$ cat config.mk
export PLATFORM = sky130hd
export DESIGN_NAME = spriteTop
export DESIGN_NICKNAME = d
export VERILOG_FILES = /design/src/spritePkg.sv /design/src/scanIf.sv /design/src/moveTimer.sv /design/src/spriteFsm.sv /design/src/spritePosition.sv /design/src/spriteScanner.sv /design/src/spriteTop.sv
export SDC_FILE = /design/constraint.sdc
export NUM_CORES = 1
export LEC_CHECK = 0
export BUFFER_PORTS_ARGS = -buffer_cell sky130_fd_sc_hd__buf_2
export CAP_MARGIN = 20
export CORE_UTILIZATION = 40
export CTS_CLUSTER_DIAMETER = 80
export DETAILED_ROUTE_END_ITERATION = 10
export GPL_ROUTABILITY_DRIVEN = 0
export MAX_ROUTING_LAYER = met4
export PLACE_DENSITY = 0.55
export SYNTH_ARGS = -nofsm -noshare
export SYNTH_HDL_FRONTEND = slang
export SYNTH_SLANG_ARGS = --single-unit
$ cat constraint.sdc
create_clock -name CLOCK_50 -period 3.3 [get_ports CLOCK_50]
set_input_delay 0.33 -clock CLOCK_50 [delete_from_list [all_inputs] [get_ports CLOCK_50]]
set_output_delay 0.33 -clock CLOCK_50 [all_outputs]
set_load 0.02 [all_outputs]
$ cat src/spritePkg.sv
// Screen geometry, pixel types, state and direction encodings and sprite shape for the sprite mover
package spritePkg;

	//**********************************************************************
	// Geometry
	//**********************************************************************
	localparam int SCREEN_W    = 160;                       // Framebuffer columns
	localparam int SCREEN_H    = 120;                       // Framebuffer rows
	localparam int SPRITE_SIZE = 13;                        // Box edge in pixels
	localparam int MAX_X       = SCREEN_W - SPRITE_SIZE;    // Rightmost legal corner, 147
	localparam int MAX_Y       = SCREEN_H - SPRITE_SIZE;    // Lowest legal corner, 107
	localparam int START_X     = 64;
	localparam int START_Y     = 54;
	localparam int PIXEL_COUNT = SPRITE_SIZE * SPRITE_SIZE; // One full pass, 169

	// Pixel port types
	typedef logic [7:0] xCoordT;
	typedef logic [6:0] yCoordT;
	typedef logic [3:0] spriteIdxT;    // Offset inside the box
	typedef logic [2:0] colourT;       // One bit per RGB channel

	localparam colourT COLOUR_BLACK  = 3'd0;
	localparam colourT COLOUR_SPRITE = 3'd5;   // Red plus blue

	// Sequencer states
	typedef enum logic [2:0] {
		sClear,    // Black pass over the start box
		sDraw,     // Sprite pass at the current corner
		sWait,     // Idle until a tick with a direction
		sErase,    // Black pass at the old corner
		sMove      // Single step cycle
	} fsmStateT;

	// Move opcodes decoded from the switches
	typedef enum logic [2:0] {
		dirNone,
		dirRight,
		dirUp,
		dirDown,
		dirLeft
	} dirT;

	//**********************************************************************
	// Sprite shape, first and last lit column per row
	//**********************************************************************
	typedef struct packed {
		spriteIdxT firstCol;
		spriteIdxT lastCol;
	} rowSpanT;

	localparam rowSpanT spriteRowSpan [SPRITE_SIZE] = '{
		'{4'd5, 4'd7},     // Row 0, top cap
		'{4'd3, 4'd10},
		'{4'd2, 4'd11},
		'{4'd1, 4'd12},
		'{4'd1, 4'd12},
		'{4'd0, 4'd12},    // Rows 5 to 7 span the whole box
		'{4'd0, 4'd12},
		'{4'd0, 4'd12},
		'{4'd1, 4'd12},
		'{4'd1, 4'd12},
		'{4'd2, 4'd11},
		'{4'd3, 4'd10},
		'{4'd5, 4'd7}      // Row 12, bottom cap
	};

endpackage

$ cat src/scanIf.sv
// Scan request channel between the sequencer FSM and the pixel scanner
interface scanIf import spritePkg::*; ();

	logic   start;    // One-cycle request, only while the scanner is idle
	logic   erase;    // 1 for a black pass
	xCoordT baseX;    // Box corner, sampled with start
	yCoordT baseY;
	logic   done;     // One cycle, together with the last pixel

	// Requesting side
	modport fsm (
		output start,
		output erase,
		input  done
	);

	// Pixel side
	modport scanner (
		input  start,
		input  erase,
		input  baseX,
		input  baseY,
		output done
	);

	// Corner comes straight from the position register at the top level

endinterface

$ cat src/moveTimer.sv
// Movement tick generator; one-cycle enable every TICK_DIV clocks of CLOCK_50
module moveTimer #(
	parameter int TICK_DIV = 6_500_000    // Clocks per movement tick
) (
	input  logic CLOCK_50,
	input  logic resetn,
	output logic tick
);

	localparam int CNT_W = $clog2(TICK_DIV);             // Holds TICK_DIV - 1
	localparam logic [CNT_W-1:0] RELOAD = CNT_W'(TICK_DIV - 1);

	logic [CNT_W-1:0] count;

	// Down-counter, tick registered on the zero cycle
	// First tick lands TICK_DIV cycles after reset release
	always_ff @(posedge CLOCK_50 or negedge resetn) begin
		if (!resetn) begin
			count <= RELOAD;
			tick  <= 1'b0;
		end else begin
			if (count == '0) begin
				count <= RELOAD;    // Restart the period
				tick  <= 1'b1;
			end else begin
				count <= count - 1'b1;
				tick  <= 1'b0;
			end
		end
	end

endmodule

$ cat src/spriteFsm.sv
// Sequencer for the sprite mover; orders clear, draw, wait, erase and move and issues scan requests
module spriteFsm import spritePkg::*; (
	input  logic       CLOCK_50,
	input  logic       resetn,
	input  logic       tick,         // Movement enable from moveTimer
	input  logic [3:0] direction,    // Bit 0 right, 1 up, 2 down, 3 left
	scanIf.fsm         scan,
	output logic       step,         // One cycle, in sMove
	output dirT        stepDir       // Held from the tick until the step
);

	fsmStateT state;
	logic     passIssued;    // Start already sent for the pass of this state
	dirT      reqDir;        // Switches decoded this cycle
	logic     moveReq;       // Accepted tick in sWait

	//**********************************************************************
	// Direction decode
	//**********************************************************************
	always_comb begin
		case (direction)
			4'b0001: reqDir = dirRight;
			4'b0010: reqDir = dirUp;
			4'b0100: reqDir = dirDown;
			4'b1000: reqDir = dirLeft;
			default: reqDir = dirNone;    // None set or several at once
		endcase
	end

	assign moveReq = (state == sWait) && tick && (reqDir != dirNone);

	// Erase pass starts in the tick cycle itself
	// Clear and draw passes start in the first cycle of their state
	assign scan.start = moveReq || (((state == sClear) || (state == sDraw)) && !passIssued);
	assign scan.erase = (state != sDraw);    // Only looked at with start
	assign step       = (state == sMove);

	//**********************************************************************
	// State register
	//**********************************************************************
	always_ff @(posedge CLOCK_50 or negedge resetn) begin
		if (!resetn) begin
			state      <= sClear;
			passIssued <= 1'b0;
			stepDir    <= dirNone;
		end else begin
			case (state)
				sClear: begin
					if (scan.done) begin
						state      <= sDraw;    // Draw request goes out next cycle
						passIssued <= 1'b0;
					end else if (!passIssued) begin
						passIssued <= 1'b1;
					end
				end
				sDraw: begin
					if (scan.done) begin
						state <= sWait;
					end else if (!passIssued) begin
						passIssued <= 1'b1;
					end
				end
				sWait: begin
					if (moveReq) begin
						state   <= sErase;
						stepDir <= reqDir;    // Kept for the step after the erase
					end
				end
				sErase: begin
					if (scan.done) begin
						state <= sMove;
					end
				end
				sMove: begin
					state      <= sDraw;    // Corner settles during the first sDraw cycle
					passIssued <= 1'b0;
				end
				default: begin
					state      <= sClear;
					passIssued <= 1'b0;
				end
			endcase
		end
	end

endmodule

$ cat src/spritePosition.sv
// Sprite top-left corner register; one-pixel moves clamped to the screen edges
module spritePosition import spritePkg::*; (
	input  logic   CLOCK_50,
	input  logic   resetn,
	input  logic   step,       // One-cycle move request
	input  dirT    stepDir,
	output xCoordT posX,
	output yCoordT posY
);

	localparam xCoordT LIMIT_X = xCoordT'(MAX_X);
	localparam yCoordT LIMIT_Y = yCoordT'(MAX_Y);

	// New corner visible one cycle after step
	// A step against an edge keeps the corner
	always_ff @(posedge CLOCK_50 or negedge resetn) begin
		if (!resetn) begin
			posX <= xCoordT'(START_X);
			posY <= yCoordT'(START_Y);
		end else if (step) begin
			case (stepDir)
				dirRight: begin
					if (posX < LIMIT_X) posX <= posX + 1'b1;
				end
				dirLeft: begin
					if (posX > '0) posX <= posX - 1'b1;
				end
				dirUp: begin
					if (posY > '0) posY <= posY - 1'b1;    // Row 0 is the top
				end
				dirDown: begin
					if (posY < LIMIT_Y) posY <= posY + 1'b1;
				end
				default: begin
					posX <= posX;    // dirNone, no move
				end
			endcase
		end
	end

endmodule

$ cat src/spriteScanner.sv
// Pixel scanner; walks the 13x13 box row by row and emits one pixel write per cycle
module spriteScanner import spritePkg::*; (
	input  logic   CLOCK_50,
	input  logic   resetn,
	scanIf.scanner scan,
	output xCoordT pixelX,
	output yCoordT pixelY,
	output colourT pixelColour,
	output logic   plot
);

	localparam spriteIdxT LAST_IDX = spriteIdxT'(SPRITE_SIZE - 1);

	// Captured request
	xCoordT    baseXR;
	yCoordT    baseYR;
	logic      eraseR;
	// Walk counters hold the next pixel and rest at zero when idle
	logic      busy;
	spriteIdxT col;
	spriteIdxT row;

	// Pixel being produced this cycle
	xCoordT    curBaseX;
	yCoordT    curBaseY;
	logic      curErase;
	spriteIdxT curCol;
	spriteIdxT curRow;
	logic      active;
	logic      lastPixel;
	logic      inSpan;
	colourT    curColour;

	//**********************************************************************
	// Current pixel select
	//**********************************************************************
	// In the start cycle the request is used directly, so pixel 0 leaves on the next edge
	assign active   = scan.start || busy;
	assign curBaseX = busy ? baseXR : scan.baseX;
	assign curBaseY = busy ? baseYR : scan.baseY;
	assign curErase = busy ? eraseR : scan.erase;
	assign curCol   = col;    // Already zero for pixel 0
	assign curRow   = row;

	assign lastPixel = (curCol == LAST_IDX) && (curRow == LAST_IDX);

	// Colour from the row span table
	assign inSpan    = (curCol >= spriteRowSpan[curRow].firstCol) &&
	                   (curCol <= spriteRowSpan[curRow].lastCol);
	assign curColour = (curErase || !inSpan) ? COLOUR_BLACK : COLOUR_SPRITE;

	// Request and pixel payload
	always_ff @(posedge CLOCK_50) begin
		if (scan.start) begin
			baseXR <= scan.baseX;
			baseYR <= scan.baseY;
			eraseR <= scan.erase;
		end
		if (active) begin
			pixelX      <= curBaseX + xCoordT'(curCol);
			pixelY      <= curBaseY + yCoordT'(curRow);
			pixelColour <= curColour;
		end
	end

	// Walk control, plot and done
	always_ff @(posedge CLOCK_50 or negedge resetn) begin
		if (!resetn) begin
			busy      <= 1'b0;
			col       <= '0;
			row       <= '0;
			plot      <= 1'b0;
			scan.done <= 1'b0;
		end else begin
			plot      <= active;
			scan.done <= active && lastPixel;    // Same cycle as the final write
			if (active) begin
				if (lastPixel) begin
					busy <= 1'b0;    // Idle again during the done cycle
					col  <= '0;
					row  <= '0;
				end else if (curCol == LAST_IDX) begin
					busy <= 1'b1;
					col  <= '0;    // Wrap to next row
					row  <= curRow + 1'b1;
				end else begin
					busy <= 1'b1;
					col  <= curCol + 1'b1;    // Column runs fastest
					row  <= curRow;
				end
			end
		end
	end

endmodule

$ cat src/spriteTop.sv
// Sprite mover top level; direction switches in, framebuffer pixel-write strobe out
module spriteTop import spritePkg::*; #(
	parameter int TICK_DIV = 6_500_000    // Clocks per movement tick
) (
	input  logic       CLOCK_50,
	input  logic       resetn,
	input  logic [3:0] direction,
	output xCoordT     pixelX,
	output yCoordT     pixelY,
	output colourT     pixelColour,
	output logic       plot
);

	logic   tick;
	logic   step;
	dirT    stepDir;
	xCoordT posX;
	yCoordT posY;

	scanIf scanBus ();

	// Corner feeds the scan request
	assign scanBus.baseX = posX;
	assign scanBus.baseY = posY;

	//**********************************************************************
	// Instances
	//**********************************************************************
	moveTimer #(
		.TICK_DIV (TICK_DIV)
	) timer (
		.CLOCK_50 (CLOCK_50),
		.resetn   (resetn),
		.tick     (tick)
	);

	spriteFsm fsm (
		.CLOCK_50  (CLOCK_50),
		.resetn    (resetn),
		.tick      (tick),
		.direction (direction),
		.scan      (scanBus.fsm),
		.step      (step),
		.stepDir   (stepDir)
	);

	spritePosition position (
		.CLOCK_50 (CLOCK_50),
		.resetn   (resetn),
		.step     (step),
		.stepDir  (stepDir),
		.posX     (posX),
		.posY     (posY)
	);

	spriteScanner scanner (
		.CLOCK_50    (CLOCK_50),
		.resetn      (resetn),
		.scan        (scanBus.scanner),
		.pixelX      (pixelX),
		.pixelY      (pixelY),
		.pixelColour (pixelColour),
		.plot        (plot)
	);

endmodule

==> flow_summary.ini, run 1 <==
[run_status]
status = completed

[flow_run]
cap_violations = 0

[cells_and_area]
drive_above_1_share = 0.158
final_cell_mix = nand2_1 (48), dfrtp_1 (38), nor2_1 (35), ha_1 (35), edfxtp_1 (32)
synthToLayoutAreaGrowth_pct = 10.6
fin_nets = 553
mostFrequentLayoutCell = nand2_1
antenna_cells = 0

[grt]
grt_first_pass_wirelength_um = 16300
grt_use_total = 0.163
antenna_found_initial = 0
grt_max_degree = 58
grt_pass1_vias = 3490
grt_overflow = 0

[detailed_routing]
drc = 0
wl_per_cell_um = 14.1
ant_nets = 0
vias = 3579
wirelength_um = 9650
drtPass1Iterations = 4
drtIter0Drc = 183
viasPerCell = 5.22

[floorplanning]
die_h_um = 116
io_pins = 25
fp.dieW_um = 116
fp-row-count = 41
dieArea_um2 = 13400
fp.coreArea_um2 = 12600
initial_utilization = 0.412

[worst_setup_path]
cp-start-kind = flop
crit_type = reg -> reg
crit_path_end_kind = flop
cp_data_arrival_time_ps = 2860
worstPathRequired_ps = 3490
path_max_fanout = 10

[timing]
drv_slew = 0
finalSetupViolCount = 0
timing.fmax_ghz = 0.375
slew_headroom = 0.384
skew_ps = 6.53
hold_violations = 0
rsz0062_at_grt = false
layout_setup_ws_ps = 634
fin_crit_sh = 0.808
setup-tns-final_ps = 0
fin_crit_ps = 2670
worst_pin_slew_ps = 920

[synth]
synth.avg_cell_area_um2 = 10.6
synth_nets = 536
yosys.cell_types.count = 63
yosysWarnings = 0
syn_inst = 491
synth-edff-count = 32
ys_seq_elements = 89
synth-main-ff-cell = dfrtp_1
async_flop_share = 0.640
synth_area_um2 = 5190
yosys.area.top_type = edfxtp_1
synthTopCellsByArea = edfxtp_1 (18%), dfrtp_1 (18%), dfstp_2 (9.6%)
synth_top_cell_area_share = 0.185
seq_area_frac_synth = 0.464

[clock_tree]
tritoncts = yes
clock_latency_ps = 350
root_buffer = clkbuf_16
htreeDepth = 3
postCtsSetupRepairBufs = 0
postCtsHoldBufs = 0
clock_path_buffers = 2
clock_sinks = 89
cts-resized-gates = 0
clk_pin_slew_ps = 60
cts_made_buffers = 9

[hold_path]
hp-class = in -> async

[power_and_ir_drop]
p_total_mw = 3.31
leakage_nw = 2.51
swShare = 0.312
internal_power_mw = 2.28
p_switching_mw = 1.03
p_per_area_nw_per_um2 = 576
comb_power_share = 0.246
ir_drop_uv = 369
p_clk_frac = 0.311
seqPwrFrac = 0.444

[placed_design]
dp_hpwl_um = 6780
port_buffers = 23
detailedPlace.worstSlack_ps = 656
-- critical path, cell delays in order, from the launching register on --
cell and delay [ps]:
dfrtp_1 480, nand3b_1 370, fa_1 550, a211oi_1 230
nor2_1 120, a2111oi_0 620, xor2_1 140
-- metal layers --
metal / global-route usage / routed length [um] / vias up
li1: - / - / 1785
met1: 0.191 / 4550 / 1734
met2: 0.263 / 4670 / 51
met3: 0.0528 / 309 / 9
met4: 0.0573 / 114 / 0
met5: - / 0 / -
-- power groups by stage --
stage | Combinational (mW) | Sequential [mW] | Clock [mW]
global route | 0.930 | 1.50 | 1.11
CTS | 0.829 | 1.47 | 1.06
floorplan | 0.511 | 1.57 | 0
detailed placement | 0.825 | 1.49 | 0
global placement | 0.808 | 1.49 | 0
finish | 0.812 | 1.47 | 1.03
-- state kept, by name (all words and copies together) (netlist names), 3 cells and up --
register and flops:
fsm.stepDir 3, scanner.baseYR 7, timer.count 23, scanner.curRow 4, position.posX 8, scanner.col 4
position.posY 7, scanner.baseXR 8, fsm.state 3, scanner.pixelX 8, scanner.pixelY 7
-- Yosys cell counts (6+ instances only) --
library cell  instances
nor4_1               12
o21ai_0              20
xnor2_1              28
clkbuf_1              9
inv_1                24
a211oi_1              7
edfxtp_1             32
nor3_1                7
nand3_1              12
nand2_1              48
nor2_1               35
a21oi_1              20
a21o_1                8
xor2_1               15
o31ai_1               6
mux2_2               10
nor2b_1               8
dfrtp_1              38
dfstp_2              19
ha_1                 35
mux2i_1              13
-- per-stage QoR --
step                      cell area, um2   util  hold WS, ps  cells
after floorplan                     5190      -         34.4    491
after global placement              5440  0.431          447    669
after detailed placement            5440  0.431          451    669
after CTS                           5740  0.455          179    685
after global routing                5740  0.455          227    685
final                               5740  0.455          148    685
-- path summary, 6_finish.rpt --
check,from,to,slack (ps),cells past startpoint
max,fsm.stepDir[0],position.posY[6],630,6
min,resetn,timer.count[15],150,2
max reg2reg,fsm.stepDir[0],position.posY[6],630,6
min reg2reg,timer.count[0],timer.count[0],460,1
max in group asynchronous,resetn,timer.count[6],2650,2
min in group CLOCK_50,direction[0],fsm.stepDir[1],270,2
-- cell families (layout without fill, tap and decap cells) --
| kind of cell | Yosys count | count (layout) | share of synthesized area |
|---|---|---|---|
| adders and majority gates | 39 | 39 | 0.0997 |
| buffers and inverters | 45 | 67 | 0.0376 |
| AOI/OAI and AO/OA | 94 | 94 | 0.124 |
| xor gates and xnor gates | 43 | 43 | 0.0725 |
| other | 1 | 1 | 0.000722 |
| muxes | 23 | 23 | 0.0467 |
| DFF | 89 | 89 | 0.464 |
| and+or+nand+nor | 157 | 157 | 0.155 |
-- layout make-up --
cell class                 count  area, um2
tap                          172        215
sequential                    89       2410
inverter                      26       98.8
clock inverter                 4       53.8
fill                        1182       6880
clock buffer                  12        246
multi-input combinational    357       2590
timing repair buffer          25        130
(Power assumes the default switching activity.)
==> run 2, diff against run 1 <==
Settings changed: ABC_AREA set to 1.
Clock period 3.3 ns to 2.6 ns, I/O delays scaled along.
==> run 2 against run 1 <==
  * Flip-flop and latch count did not move
  * Critical endpoint is now scanner.pixelY[6]
  * Die area rose by 6.3%
  * Worst hold slack got worse by 89 ps
  * Sequential share of layout area fell by 2.5 points
  * Total power fell by 18%
  * Final cell count rose by 26%
  * Via count rose by 20%
  * Synthesized cell count rose by 34%
  * First-iteration DRC count rose by 51%
  * Clock skew fell by 2.9 ps
==> flow_summary.ini, run 2 <==
[worst_setup_path]
cp-start-kind = flop
worstPathRequired_ps = 2700
path_max_fanout = 15
crit_type = reg -> reg
crit_path_end_kind = flop
cp_data_arrival_time_ps = 2390

[synth]
synth.avg_cell_area_um2 = 8.43
synth-main-ff-cell = dfrtp_1
yosysWarnings = 0
async_flop_share = 0.640
synth_top_cell_area_share = 0.174
synthTopCellsByArea = edfxtp_1 (17%), dfrtp_1 (17%), nand2_1 (10%)
ys_top_cells_by_count = nand2_1 (149), inv_1 (88), nor2_1 (60)
yosys.cell_types.count = 47
seq_area_frac_synth = 0.436
synth_nets = 701
synth_area_um2 = 5530
synth-edff-count = 32
ys_seq_elements = 89
yosys.area.top_type = edfxtp_1
syn_inst = 656
synth.most_common_cell = nand2_1

[clock_tree]
postCtsHoldBufs = 0
clock_sinks = 89
clk_pin_slew_ps = 70
root_buffer = clkbuf_16
cts_made_buffers = 9
tritoncts = yes
clock_latency_ps = 350
cts-resized-gates = 0
clock_path_buffers = 2
postCtsSetupRepairBufs = 0
htreeDepth = 3

[timing]
finalSetupViolCount = 0
timing.fmax_ghz = 0.437
drv_slew = 0
fin_crit_ps = 2290
slew_headroom = 0.494
fin_crit_sh = 0.880
worst_pin_slew_ps = 758
hold_slack_ps = 59.1
skew_ps = 3.60
layout_setup_ws_ps = 311
hold_violations = 0
rsz0062_at_grt = false
setup-tns-final_ps = 0

[detailed_routing]
vias = 4279
wirelength_um = 11500
ant_nets = 0
drc = 0
viasPerCell = 4.94
drtIter0Drc = 277
wl_per_cell_um = 13.3
drtPass1Iterations = 5

[power_and_ir_drop]
p_per_area_nw_per_um2 = 447
ir_drop_uv = 312
p_total_mw = 2.73
leakage_nw = 3.07

[grt]
grt_max_degree = 58
grt_pass1_vias = 4065
grt_use_total = 0.182
grt_first_pass_wirelength_um = 19800
antenna_found_initial = 0
grt_overflow = 0

[cells_and_area]
largest_reg_flops = 23
final_cells = 866
fin_area_um2 = 6110
regMostFlops = timer.count
fillers = 1318
multiInputGateArea_um2 = 2680
final_cell_mix = nand2_1 (149), inv_1 (88), nor2_1 (60)
final_util = 0.458
fin_nets = 730
antenna_cells = 0
mostFrequentLayoutCell = nand2_1
seqCellArea_um2 = 2410
synthToLayoutAreaGrowth_pct = 10.5
drive_above_1_share = 0.155

[placed_design]
placed_cell_area_um2 = 5830
dp.cells = 850
port_buffers = 23
detailedPlace.worstSlack_ps = 313
dp_hpwl_um = 8570

[floorplanning]
fp.coreArea_um2 = 13300
io_pins = 25
initial_utilization = 0.414
dieArea_um2 = 14300
fp-row-count = 42
fp.dieW_um = 120
die_h_um = 120

[flow_run]
cap_violations = 0

[hold_path]
hp-class = in -> async

[run_status]
status = completed
-- run 2: cell types whose count changed after synthesis, sizes merged, moves of 12 or more --
cell | previous run | this run
nand3 | 12 | 46
xnor2 | 28 | 12
nor2 | 35 | 76
inv | 25 | 100
nand4 | 2 | 17
o21ai | 20 | 47
mux2i | 13 | 1
nand2 | 48 | 156
-- run 2: routing by layer --
metal / vias to the layer above / share of wire / GRT usage
met4: 0 / 0.014 / 0.0617
met2: 72 / 0.44 / 0.263
met1: 2001 / 0.50 / 0.255
met5: - / 0 / -
met3: 11 / 0.036 / 0.0371
li1: 2195 / - / -
-- run 2: worst paths after layout --
kind,slack [ps],start,to,depth (start not counted)
max in group asynchronous,2040,resetn,fsm.stepDir[2],2
hold reg to reg,450,timer.count[0],timer.count[0],1
hold / removal,60,resetn,timer.count[18],2
min in group CLOCK_50,250,direction[3],fsm.stepDir[2],5
setup reg to reg,310,scanner.busy,scanner.pixelY[6],7
setup / recovery,310,scanner.busy,scanner.pixelY[6],7
-- run 2: area by class of cell --
class,instances,area share
multi-input combinational,459,0.439
sequential,89,0.395
inverter,100,0.0615
clock buffer,10,0.0391
tap,176,0.0361
timing repair buffer,26,0.0225
clock inverter,6,0.00697
-- run 2: logic make-up after synthesis --
logic type	after synthesis	synth area share
buffers and inverters	108	0.0790
adder cells (fa/ha/maj)	39	0.0937
AO/OA/AOI/OAI	81	0.0821
multiplexers	1	0.00181
flip-flops	89	0.436
other	1	0.000678
XOR/XNOR	24	0.0380
AND/OR/NAND/NOR	313	0.269
-- run 2: critical path: stages, from the launching register on --
cell and delay, ps:
dfrtp_1 470, inv_2 260, or2_2 160, o21ai_1 90, fa_1 440, o21ai_0 360, nand2_1 110, xor2_1 150
-- run 2: power by group --
group	total (mW)	leakage [nW]	switching, mW	internal [mW]
Sequential	1.45	0.974	0	1.45
Combinational	0.0318	1.96	0.0256	0.00617
Clock	1.25	0.131	0.575	0.674
Total	2.73	3.07	0.600	2.13
